==> src/common/matmul_tile_pkg.sv <==
// Shared widths, register map and engine states of the matmul tile, imported by RTL and testbench
package matmul_tile_pkg;

  // Memory side
  typedef logic [31:0] addr_t;        // Word address
  typedef logic [31:0] data_t;        // Memory word

  // Arithmetic
  typedef logic signed [15:0] elem_t; // A/B element, low half of a word
  typedef logic signed [31:0] acc_t;  // Accumulator and C element

  // Configuration
  typedef logic [7:0] dim_t;          // M, N or K, 1 to 255
  typedef logic [2:0] reg_addr_t;     // Register index on the host port

  // Register offsets
  localparam reg_addr_t REG_CTRL   = 3'd0; // W: bit 0 starts the engine
  localparam reg_addr_t REG_STATUS = 3'd1; // R: busy, sticky done; W: clears done
  localparam reg_addr_t REG_A_BASE = 3'd2;
  localparam reg_addr_t REG_B_BASE = 3'd3;
  localparam reg_addr_t REG_C_BASE = 3'd4;
  localparam reg_addr_t REG_DIMS   = 3'd5; // M [7:0], N [15:8], K [23:16]

  // Bit positions inside CTRL and STATUS
  localparam int unsigned CTRL_START_BIT  = 0;
  localparam int unsigned STATUS_BUSY_BIT = 0;
  localparam int unsigned STATUS_DONE_BIT = 1;

  // Cycles from mac_valid until the product sits in the accumulator
  localparam int unsigned MAC_LAT = 2;

  // Sequencer states
  typedef enum logic [2:0] {
    IDLE,     // Waiting for start
    ISSUE_A,  // Presenting the A read
    ISSUE_B,  // Presenting the B read
    WAIT_RSP, // Collecting the B response, A may already be in
    DRAIN,    // Letting the MAC pipeline empty
    STORE,    // Writing the C element
    DONE      // One-cycle end marker
  } engine_state_e;

endpackage

==> src/logic/matmul_regs.sv <==
// Host register block of the matmul tile; holds bases and dimensions, raises start, keeps done
module matmul_regs (
  input  logic                        clk,
  input  logic                        arst_n_i,
  // Host port, always ready
  input  logic                        cfg_we_i,
  input  matmul_tile_pkg::reg_addr_t  cfg_addr_i,
  input  matmul_tile_pkg::data_t      cfg_wdata_i,
  output matmul_tile_pkg::data_t      cfg_rdata_o,
  // Engine side
  input  logic                        busy_i,
  input  logic                        done_i,
  output logic                        start_o,
  output matmul_tile_pkg::addr_t      a_base_o,
  output matmul_tile_pkg::addr_t      b_base_o,
  output matmul_tile_pkg::addr_t      c_base_o,
  output matmul_tile_pkg::dim_t       dim_m_o,
  output matmul_tile_pkg::dim_t       dim_n_o,
  output matmul_tile_pkg::dim_t       dim_k_o
);
  import matmul_tile_pkg::*;

  addr_t a_base_q, b_base_q, c_base_q;
  dim_t  dim_m_q, dim_n_q, dim_k_q;
  logic  start_q;  // Registered start, one cycle after the CTRL write
  logic  done_q;   // Sticky done flag
  logic  start_wr;
  data_t status;

  // Start only from idle; a pending pulse also blocks a second one
  assign start_wr = cfg_we_i && (cfg_addr_i == REG_CTRL) &&
                    cfg_wdata_i[CTRL_START_BIT] && !busy_i && !start_q;

  always_ff @(posedge clk or negedge arst_n_i) begin
    if (!arst_n_i) begin
      a_base_q <= '0;
      b_base_q <= '0;
      c_base_q <= '0;
      dim_m_q  <= '0;
      dim_n_q  <= '0;
      dim_k_q  <= '0;
      start_q  <= 1'b0;
      done_q   <= 1'b0;
    end else begin
      start_q <= start_wr;
      if (cfg_we_i) begin
        case (cfg_addr_i)
          REG_A_BASE: a_base_q <= cfg_wdata_i;
          REG_B_BASE: b_base_q <= cfg_wdata_i;
          REG_C_BASE: c_base_q <= cfg_wdata_i;
          REG_DIMS: begin
            dim_m_q <= cfg_wdata_i[7:0];
            dim_n_q <= cfg_wdata_i[15:8];
            dim_k_q <= cfg_wdata_i[23:16];
          end
          default: ;  // CTRL handled above, STATUS below
        endcase
      end
      // New done event beats a simultaneous clear
      if (done_i) begin
        done_q <= 1'b1;
      end else if (cfg_we_i && (cfg_addr_i == REG_STATUS)) begin
        done_q <= 1'b0;
      end
    end
  end

  always_comb begin
    status                  = '0;
    status[STATUS_BUSY_BIT] = busy_i;  // Live engine level
    status[STATUS_DONE_BIT] = done_q;
  end

  // Read mux, CTRL and unused offsets return zero
  always_comb begin
    case (cfg_addr_i)
      REG_STATUS: cfg_rdata_o = status;
      REG_A_BASE: cfg_rdata_o = a_base_q;
      REG_B_BASE: cfg_rdata_o = b_base_q;
      REG_C_BASE: cfg_rdata_o = c_base_q;
      REG_DIMS:   cfg_rdata_o = {8'h00, dim_k_q, dim_n_q, dim_m_q};
      default:    cfg_rdata_o = '0;
    endcase
  end

  assign start_o  = start_q;
  assign a_base_o = a_base_q;
  assign b_base_o = b_base_q;
  assign c_base_o = c_base_q;
  assign dim_m_o  = dim_m_q;
  assign dim_n_o  = dim_n_q;
  assign dim_k_o  = dim_k_q;

endmodule

==> src/matmul_engine/matmul_mac.sv <==
// Two-stage signed multiply-accumulate used by the matmul engine, cleared between C elements
module matmul_mac (
  input  logic                   clk,
  input  logic                   arst_n_i,
  input  logic                   clear_i,  // Zero accumulator, flush stage one
  input  logic                   valid_i,
  input  matmul_tile_pkg::elem_t a_i,
  input  matmul_tile_pkg::elem_t b_i,
  output matmul_tile_pkg::acc_t  acc_o
);
  import matmul_tile_pkg::*;

  acc_t prod_q;      // Stage one product
  logic prod_vld_q;
  acc_t acc_q;       // Stage two sum, wraps mod 2^32

  // Stage one valid, dropped by clear
  always_ff @(posedge clk or negedge arst_n_i) begin
    if (!arst_n_i) begin
      prod_vld_q <= 1'b0;
    end else begin
      prod_vld_q <= valid_i && !clear_i;
    end
  end

  // Both operands signed, so the 32-bit product is exact
  always_ff @(posedge clk) begin
    if (valid_i) begin
      prod_q <= a_i * b_i;
    end
  end

  always_ff @(posedge clk or negedge arst_n_i) begin
    if (!arst_n_i) begin
      acc_q <= '0;
    end else if (clear_i) begin
      acc_q <= '0;  // In-flight product lost with it
    end else if (prod_vld_q) begin
      acc_q <= acc_q + prod_q;
    end
  end

  assign acc_o = acc_q;

endmodule

==> src/matmul_engine/matmul_engine.sv <==
// Matmul sequencer; walks C in row-major order, feeds A/B pairs to the MAC and writes C back
module matmul_engine (
  input  logic                    clk,
  input  logic                    arst_n_i,
  // From register block
  input  logic                    start_i,
  input  matmul_tile_pkg::addr_t  a_base_i,
  input  matmul_tile_pkg::addr_t  b_base_i,
  input  matmul_tile_pkg::addr_t  c_base_i,
  input  matmul_tile_pkg::dim_t   dim_m_i,
  input  matmul_tile_pkg::dim_t   dim_n_i,
  input  matmul_tile_pkg::dim_t   dim_k_i,
  output logic                    busy_o,
  output logic                    done_o,
  // Memory request, valid/ready
  output logic                    req_valid_o,
  input  logic                    req_ready_i,
  output logic                    req_we_o,
  output matmul_tile_pkg::addr_t  req_addr_o,
  output matmul_tile_pkg::data_t  req_wdata_o,
  // Read responses, in order
  input  logic                    rsp_valid_i,
  input  matmul_tile_pkg::data_t  rsp_rdata_i,
  // MAC
  output logic                    mac_clear_o,
  output logic                    mac_valid_o,
  output matmul_tile_pkg::elem_t  mac_a_o,
  output matmul_tile_pkg::elem_t  mac_b_o,
  input  matmul_tile_pkg::acc_t   mac_acc_i
);
  import matmul_tile_pkg::*;

  engine_state_e state_q;

  dim_t  dim_m_q, dim_n_q, dim_k_q; // Latched at start
  dim_t  i_q, j_q, k_q;             // Row, column, inner index
  addr_t b_base_q;
  addr_t a_row_q;   // a_base + i*K
  addr_t a_addr_q;  // a_row + k
  addr_t b_col_q;   // b_base + j
  addr_t b_addr_q;  // b_col + k*N
  addr_t c_addr_q;  // c_base + i*N + j, just counts up

  logic  req_valid_q, req_we_q;
  addr_t req_addr_q;
  data_t req_wdata_q;

  logic  a_got_q;   // A response in, B still due
  elem_t a_elem_q;
  logic [1:0] drain_cnt_q;

  logic zero_dim, last_i, last_j, last_k, pair_done;

  assign zero_dim  = (dim_m_i == 8'd0) || (dim_n_i == 8'd0) || (dim_k_i == 8'd0);
  assign last_i    = (i_q == dim_m_q - 8'd1);
  assign last_j    = (j_q == dim_n_q - 8'd1);
  assign last_k    = (k_q == dim_k_q - 8'd1);
  assign pair_done = (state_q == WAIT_RSP) && rsp_valid_i && a_got_q; // B arriving

  // Responses come A then B, so a toggle tells them apart
  always_ff @(posedge clk or negedge arst_n_i) begin
    if (!arst_n_i) begin
      a_got_q <= 1'b0;
    end else if (rsp_valid_i) begin
      a_got_q <= !a_got_q;
    end
  end

  always_ff @(posedge clk) begin
    if (rsp_valid_i && !a_got_q) begin
      a_elem_q <= elem_t'(rsp_rdata_i[15:0]); // Element in the low half
    end
  end

  always_ff @(posedge clk or negedge arst_n_i) begin
    if (!arst_n_i) begin
      state_q     <= IDLE;
      {dim_m_q, dim_n_q, dim_k_q} <= '0;
      {i_q, j_q, k_q}             <= '0;
      b_base_q    <= '0;
      a_row_q     <= '0;
      a_addr_q    <= '0;
      b_col_q     <= '0;
      b_addr_q    <= '0;
      c_addr_q    <= '0;
      req_valid_q <= 1'b0;
      req_we_q    <= 1'b0;
      req_addr_q  <= '0;
      req_wdata_q <= '0;
      drain_cnt_q <= '0;
    end else begin
      case (state_q)
        IDLE: if (start_i) begin
          dim_m_q  <= dim_m_i;
          dim_n_q  <= dim_n_i;
          dim_k_q  <= dim_k_i;
          b_base_q <= b_base_i;
          a_row_q  <= a_base_i;
          a_addr_q <= a_base_i;
          b_col_q  <= b_base_i;
          b_addr_q <= b_base_i;
          c_addr_q <= c_base_i;
          {i_q, j_q, k_q} <= '0;
          state_q  <= zero_dim ? DONE : ISSUE_A; // Nothing to fetch on a zero dim
        end
        ISSUE_A: begin
          if (!req_valid_q) begin
            req_valid_q <= 1'b1;  // Present A one cycle after entry
            req_we_q    <= 1'b0;
            req_addr_q  <= a_addr_q;
          end else if (req_ready_i) begin
            req_addr_q <= b_addr_q; // B goes out right behind A
            state_q    <= ISSUE_B;
          end
        end
        ISSUE_B: if (req_ready_i) begin
          req_valid_q <= 1'b0;
          state_q     <= WAIT_RSP;
        end
        WAIT_RSP: if (pair_done) begin
          if (last_k) begin
            drain_cnt_q <= '0;
            state_q     <= DRAIN;
          end else begin
            k_q      <= k_q + 8'd1;
            a_addr_q <= a_addr_q + 32'd1;            // Next column of A
            b_addr_q <= b_addr_q + addr_t'(dim_n_q); // Next row of B
            state_q  <= ISSUE_A;
          end
        end
        DRAIN: begin
          drain_cnt_q <= drain_cnt_q + 2'd1;
          if (drain_cnt_q == 2'(MAC_LAT - 1)) begin
            req_valid_q <= 1'b1;  // Accumulator final from here
            req_we_q    <= 1'b1;
            req_addr_q  <= c_addr_q;
            req_wdata_q <= data_t'(mac_acc_i);
            state_q     <= STORE;
          end
        end
        STORE: if (req_ready_i) begin
          req_valid_q <= 1'b0;
          req_we_q    <= 1'b0;
          c_addr_q    <= c_addr_q + 32'd1;
          k_q         <= '0;
          if (last_j) begin
            j_q      <= '0;  // Wrap to next row
            i_q      <= i_q + 8'd1;
            a_row_q  <= a_row_q + addr_t'(dim_k_q);
            a_addr_q <= a_row_q + addr_t'(dim_k_q);
            b_col_q  <= b_base_q;
            b_addr_q <= b_base_q;
          end else begin
            j_q      <= j_q + 8'd1;
            a_addr_q <= a_row_q;  // Same A row again
            b_col_q  <= b_col_q + 32'd1;
            b_addr_q <= b_col_q + 32'd1;
          end
          state_q <= (last_i && last_j) ? DONE : ISSUE_A;
        end
        DONE:    state_q <= IDLE;
        default: state_q <= IDLE;
      endcase
    end
  end

  assign busy_o      = (state_q != IDLE);
  assign done_o      = (state_q == DONE);  // Drops with busy
  assign req_valid_o = req_valid_q;
  assign req_we_o    = req_we_q;
  assign req_addr_o  = req_addr_q;
  assign req_wdata_o = req_wdata_q;

  // Fresh accumulator at start and once each C word is accepted
  assign mac_clear_o = ((state_q == IDLE) && start_i) || ((state_q == STORE) && req_ready_i);
  assign mac_valid_o = pair_done;
  assign mac_a_o     = a_elem_q;
  assign mac_b_o     = elem_t'(rsp_rdata_i[15:0]); // B straight from the response

endmodule

==> src/logic/matmul_tile.sv <==
// Matmul tile top level; host register port plus one memory port, instantiate in the system
module matmul_tile (
  input  logic                       clk,
  input  logic                       arst_n_i,
  // Host register port
  input  logic                       cfg_we_i,
  input  matmul_tile_pkg::reg_addr_t cfg_addr_i,
  input  matmul_tile_pkg::data_t     cfg_wdata_i,
  output matmul_tile_pkg::data_t     cfg_rdata_o,
  // Memory request port
  output logic                       req_valid_o,
  input  logic                       req_ready_i,
  output logic                       req_we_o,
  output matmul_tile_pkg::addr_t     req_addr_o,
  output matmul_tile_pkg::data_t     req_wdata_o,
  // Memory response port
  input  logic                       rsp_valid_i,
  input  matmul_tile_pkg::data_t     rsp_rdata_i,
  // Status
  output logic                       busy_o,
  output logic                       done_irq_o
);
  import matmul_tile_pkg::*;

  logic  start, busy, done;
  addr_t a_base, b_base, c_base;
  dim_t  dim_m, dim_n, dim_k;
  logic  mac_clear, mac_valid;
  elem_t mac_a, mac_b;
  acc_t  acc;

  matmul_regs matmul_regs_i (
    .clk         ( clk         ),
    .arst_n_i    ( arst_n_i    ),
    .cfg_we_i    ( cfg_we_i    ),
    .cfg_addr_i  ( cfg_addr_i  ),
    .cfg_wdata_i ( cfg_wdata_i ),
    .cfg_rdata_o ( cfg_rdata_o ),
    .busy_i      ( busy        ),
    .done_i      ( done        ),
    .start_o     ( start       ),
    .a_base_o    ( a_base      ),
    .b_base_o    ( b_base      ),
    .c_base_o    ( c_base      ),
    .dim_m_o     ( dim_m       ),
    .dim_n_o     ( dim_n       ),
    .dim_k_o     ( dim_k       )
  );

  matmul_engine matmul_engine_i (
    .clk         ( clk         ),
    .arst_n_i    ( arst_n_i    ),
    .start_i     ( start       ),
    .a_base_i    ( a_base      ),
    .b_base_i    ( b_base      ),
    .c_base_i    ( c_base      ),
    .dim_m_i     ( dim_m       ),
    .dim_n_i     ( dim_n       ),
    .dim_k_i     ( dim_k       ),
    .busy_o      ( busy        ),
    .done_o      ( done        ),
    .req_valid_o ( req_valid_o ),
    .req_ready_i ( req_ready_i ),
    .req_we_o    ( req_we_o    ),
    .req_addr_o  ( req_addr_o  ),
    .req_wdata_o ( req_wdata_o ),
    .rsp_valid_i ( rsp_valid_i ),
    .rsp_rdata_i ( rsp_rdata_i ),
    .mac_clear_o ( mac_clear   ),
    .mac_valid_o ( mac_valid   ),
    .mac_a_o     ( mac_a       ),
    .mac_b_o     ( mac_b       ),
    .mac_acc_i   ( acc         )
  );

  matmul_mac matmul_mac_i (
    .clk      ( clk       ),
    .arst_n_i ( arst_n_i  ),
    .clear_i  ( mac_clear ),
    .valid_i  ( mac_valid ),
    .a_i      ( mac_a     ),
    .b_i      ( mac_b     ),
    .acc_o    ( acc       )
  );

  assign busy_o     = busy;
  assign done_irq_o = done;  // Engine done is already a single-cycle pulse

endmodule

==> config.mk <==
export PLATFORM = sky130hd
export DESIGN_NAME = matmul_tile
export DESIGN_NICKNAME = d
export VERILOG_FILES = /design/src/common/matmul_tile_pkg.sv /design/src/logic/matmul_regs.sv /design/src/matmul_engine/matmul_mac.sv /design/src/matmul_engine/matmul_engine.sv /design/src/logic/matmul_tile.sv
export SDC_FILE = /design/constraint.sdc
export NUM_CORES = 2
export LEC_CHECK = 0
export BUFFER_PORTS_ARGS = -buffer_cell sky130_fd_sc_hd__clkbuf_2
export CAP_MARGIN = 20
export CORE_MARGIN = 2
export CORE_UTILIZATION = 60
export DETAILED_ROUTE_END_ITERATION = 10
export PLACE_DENSITY = 0.89
export SYNTH_ARGS = -nofsm -noshare
export SYNTH_HDL_FRONTEND = slang
export SYNTH_SLANG_ARGS = --single-unit
==> constraint.sdc <==
create_clock -name clk -period 8.22 [get_ports clk]
set_clock_uncertainty 0.2 [all_clocks]
set_input_delay 1.644 -clock clk [delete_from_list [all_inputs] [get_ports clk]]
set_output_delay 1.644 -clock clk [all_outputs]
set_load 0.005 [all_outputs]
==> summary.txt <==
Critical path
  – Required time of the critical path: 8380 ps
  – CP arrival: 7720 ps
  – Crit end category: flop
  – Reg2reg path depth: 21
  – FF-to-FF setup slack: 1210 ps
  – R2R Path Start: matmul_engine_i.mac_a_o[11]
  – CP max FO: 17
  – Worst R2R End: matmul_mac_i.prod_q[30]
  – CP Launch Type: primary input
  – Crit Path Class: primary input to flop

STA
  – Worst-margin pin slew: 1120 ps
  – Final worst path period share: 91.9%
  – Setup TNS Final: 0 ps
  – Highest Clock Rate: 132 MHz
  – Setup-failing EPs final: 0
  – Max Slew Vio Count: 0
  – Rel. slew slack: 25.4%
  – Fin crit period: 7550 ps
  – RSZ-0062 raised after global routing: false
  – Final hold violation count: 0

Synthesis
  – Post-synth top cells: nand2_1 (607), dfrtp_1 (467), inv_1 (316)
  – Most frequent cell after synthesis: nand2_1
  – #FFs+latches synth: 515
  – Avg Cell Area, Syn: 9.37 um^2
  – Ys flop type: dfrtp_1
  – Distinct cells, synth: 82
  – Syn nets: 4,543
  – EDFF count, synth: 48
  – Post-synth top area cell: dfrtp_1
  – Mapped Area: 38,100 um^2
  – Asr flop ratio synth: 90.7%
  – Synth top area cells: dfrtp_1 (31%), fa_1 (14%), nand2_1 (6.0%), ha_1 (4.6%), mux2_2 (4.5%)
  – Synth top area share: 30.7%
  – Synthesized netlist cell count: 4,067
  – Sequential area share after synthesis: 34.5%
  – Ys Warns: 0

CTS
  – Setup Fix Bufs, Post-CTS: 0
  – PostCTS Resize Cnt: 0
  – # clock sinks: 515
  – Hold buffers post-CTS: 0
  – Worst-path clk slew: 60 ps
  – Root Driver: clkbuf_16
  – CTS tree: done
  – Clk buf depth: 3
  – Inserted Clock Buffers: 53
  – Clk_lat worst skew: 640 ps
  – H-tree levels: 2

Floorplan
  – Core area: 63,000 um^2
  – Die span in x: 256 um
  – Die area: 65,500 um^2
  – # IOs: 172
  – Die Y: 256 um
  – Row cnt: 92
  – Initial Util: 60.5%

Placement
  – Routability congestion estimate from global placement: 0.983
  – PortBufs: 155
  – Post-DP HPWL: 78,600 um

Route
  – Detailed-route vias per instance: 6.36
  – Antenna viol nets, final: 0
  – TritonRoute pass-1 iters: 6
  – Initial DRC count: 3,455
  – Via count: 31.8k
  – Post-route DRC: 0
  – Routed WL: 110,000 um
  – DR WL/cell: 22.1 um

Layout
  – Layout cells sized above 1: 12.0%
  – Area Growth Syn to Fin: 8.62%
  – NumNets Final: 4,580

Min path
  – Hold Path Stages: 2
  – Hold Path Sink: matmul_engine_i.req_addr_o[11]
  – Start point of the worst hold path: matmul_engine_i.req_addr_o[11]
  – Worst hold-check path type: flop to flop

Global routing
  – GRT Total Usage: 33.7%
  – Antenna violations before repair: 9
  – Remaining global-route overflow: 0
  – Largest net degree at the start of global routing: 159
  – First-pass GRT wire length: 175,000 um
  – Number of global-route vias before repair: 32.2k

Run
  – Max cap viols: 0

Run status
  – Status: complete, no violations
[sequential cells by signal, indices dropped and copies added, names as in the netlist, 16 cells and up]
name and count:
matmul_engine_i.a_addr_q 32, matmul_engine_i.b_col_q 32, matmul_engine_i.req_addr_o 32, matmul_engine_i.mac_a_o 16, matmul_engine_i.req_wdata_o 32, matmul_engine_i.b_addr_q 32
matmul_regs_i.b_base_o 32, matmul_engine_i.c_addr_q 32, matmul_engine_i.a_row_q 32, matmul_regs_i.a_base_o 32, matmul_regs_i.c_base_o 32, matmul_mac_i.acc_o 32
matmul_mac_i.prod_q 32, matmul_engine_i.b_base_q 32
[metal layers]
layer  up-vias  share of wire (%)  track usage [%]
li1      13900                  -                -
met1     15500                 36             40.7
met2      1843                 46             53.8
met3       530                 10             7.09
met4        10                8.2             24.1
met5         -              0.053                0
[critical path, cell delays in order]
cell and delay, ps:
clkbuf_2 250, and2_1 260, fa_1 530, inv_1 50, fa_1 460, fa_1 500
fa_1 550, inv_1 50, fa_1 490, fa_1 410, ha_1 360, a21oi_1 220
nand2_1 100, or4_1 470, nand4_1 270, o211ai_1 190, o41ai_1 510, o21bai_1 110
a21oi_1 200, xnor2_1 90
[per-stage QoR]
stage               setup WS (ps)  hold slack, ps  cells  cell area [um^2]  util [%]
finish                        665             279   4999             41400      65.7
global route                  415             293   4998             41400      65.7
CTS                           730             279   4992             41300      65.7
detailed placement           89.4             263   4893             39500      62.8
global placement              245             258   4893             39500      62.8
floorplan                     629             245   4067             38100         -
[layout make-up]
cell class                 count  area [um^2]
multi-input combinational   3017        23000
fill                        4587        21600
sequential                   515        13100
clock buffer                  81         1610
inverter                     316         1190
timing repair buffer         201         1180
tap                          846         1060
clock inverter                18          180
antenna                        5         12.5
[how the worst max path moves through the flow]
stage                        start                 endpoint  slack [ps]
floorplan           rsp_rdata_i[1]  matmul_mac_i.prod_q[30]         630
global placement    rsp_rdata_i[4]  matmul_mac_i.prod_q[30]         240
detailed placement  rsp_rdata_i[4]  matmul_mac_i.prod_q[30]          90
CTS                 rsp_rdata_i[4]  matmul_mac_i.prod_q[30]         730
global route        rsp_rdata_i[4]  matmul_mac_i.prod_q[30]         410
finish              rsp_rdata_i[4]  matmul_mac_i.prod_q[30]         670
[cell families (layout without fill, tap and decap cells)]
| group | Yosys count | count (layout) | share of synthesized area, % |
|---|---|---|---|
| AO/OA/AOI/OAI | 789 | 789 | 12.9 |
| AND/OR/NAND/NOR | 1357 | 1357 | 16.6 |
| XOR/XNOR | 186 | 186 | 4.28 |
| buffers and inverters | 535 | 616 | 5.40 |
| multiplexers | 281 | 281 | 7.89 |
| other | 0 | 5 | 0 |
| adder cells (fa/ha/maj) | 404 | 404 | 18.5 |
| flip-flops | 515 | 515 | 34.5 |
[cells in the final DEF (no fill, tap or decap), drive strengths merged, types with 72 or more instances in the layout]
cell type    n
a21oi      217
and2       135
clkbuf     234
dfrtp      467
fa         265
ha         139
inv        320
mux2       153
mux2i      128
nand2      607
nand3       92
nor2       264
o21ai      239
xnor2      114
xor2        72
Power is left out: the tool's default activity adds up to more than one toggle a clock period on the data nets, which glitch-free logic cannot reach.
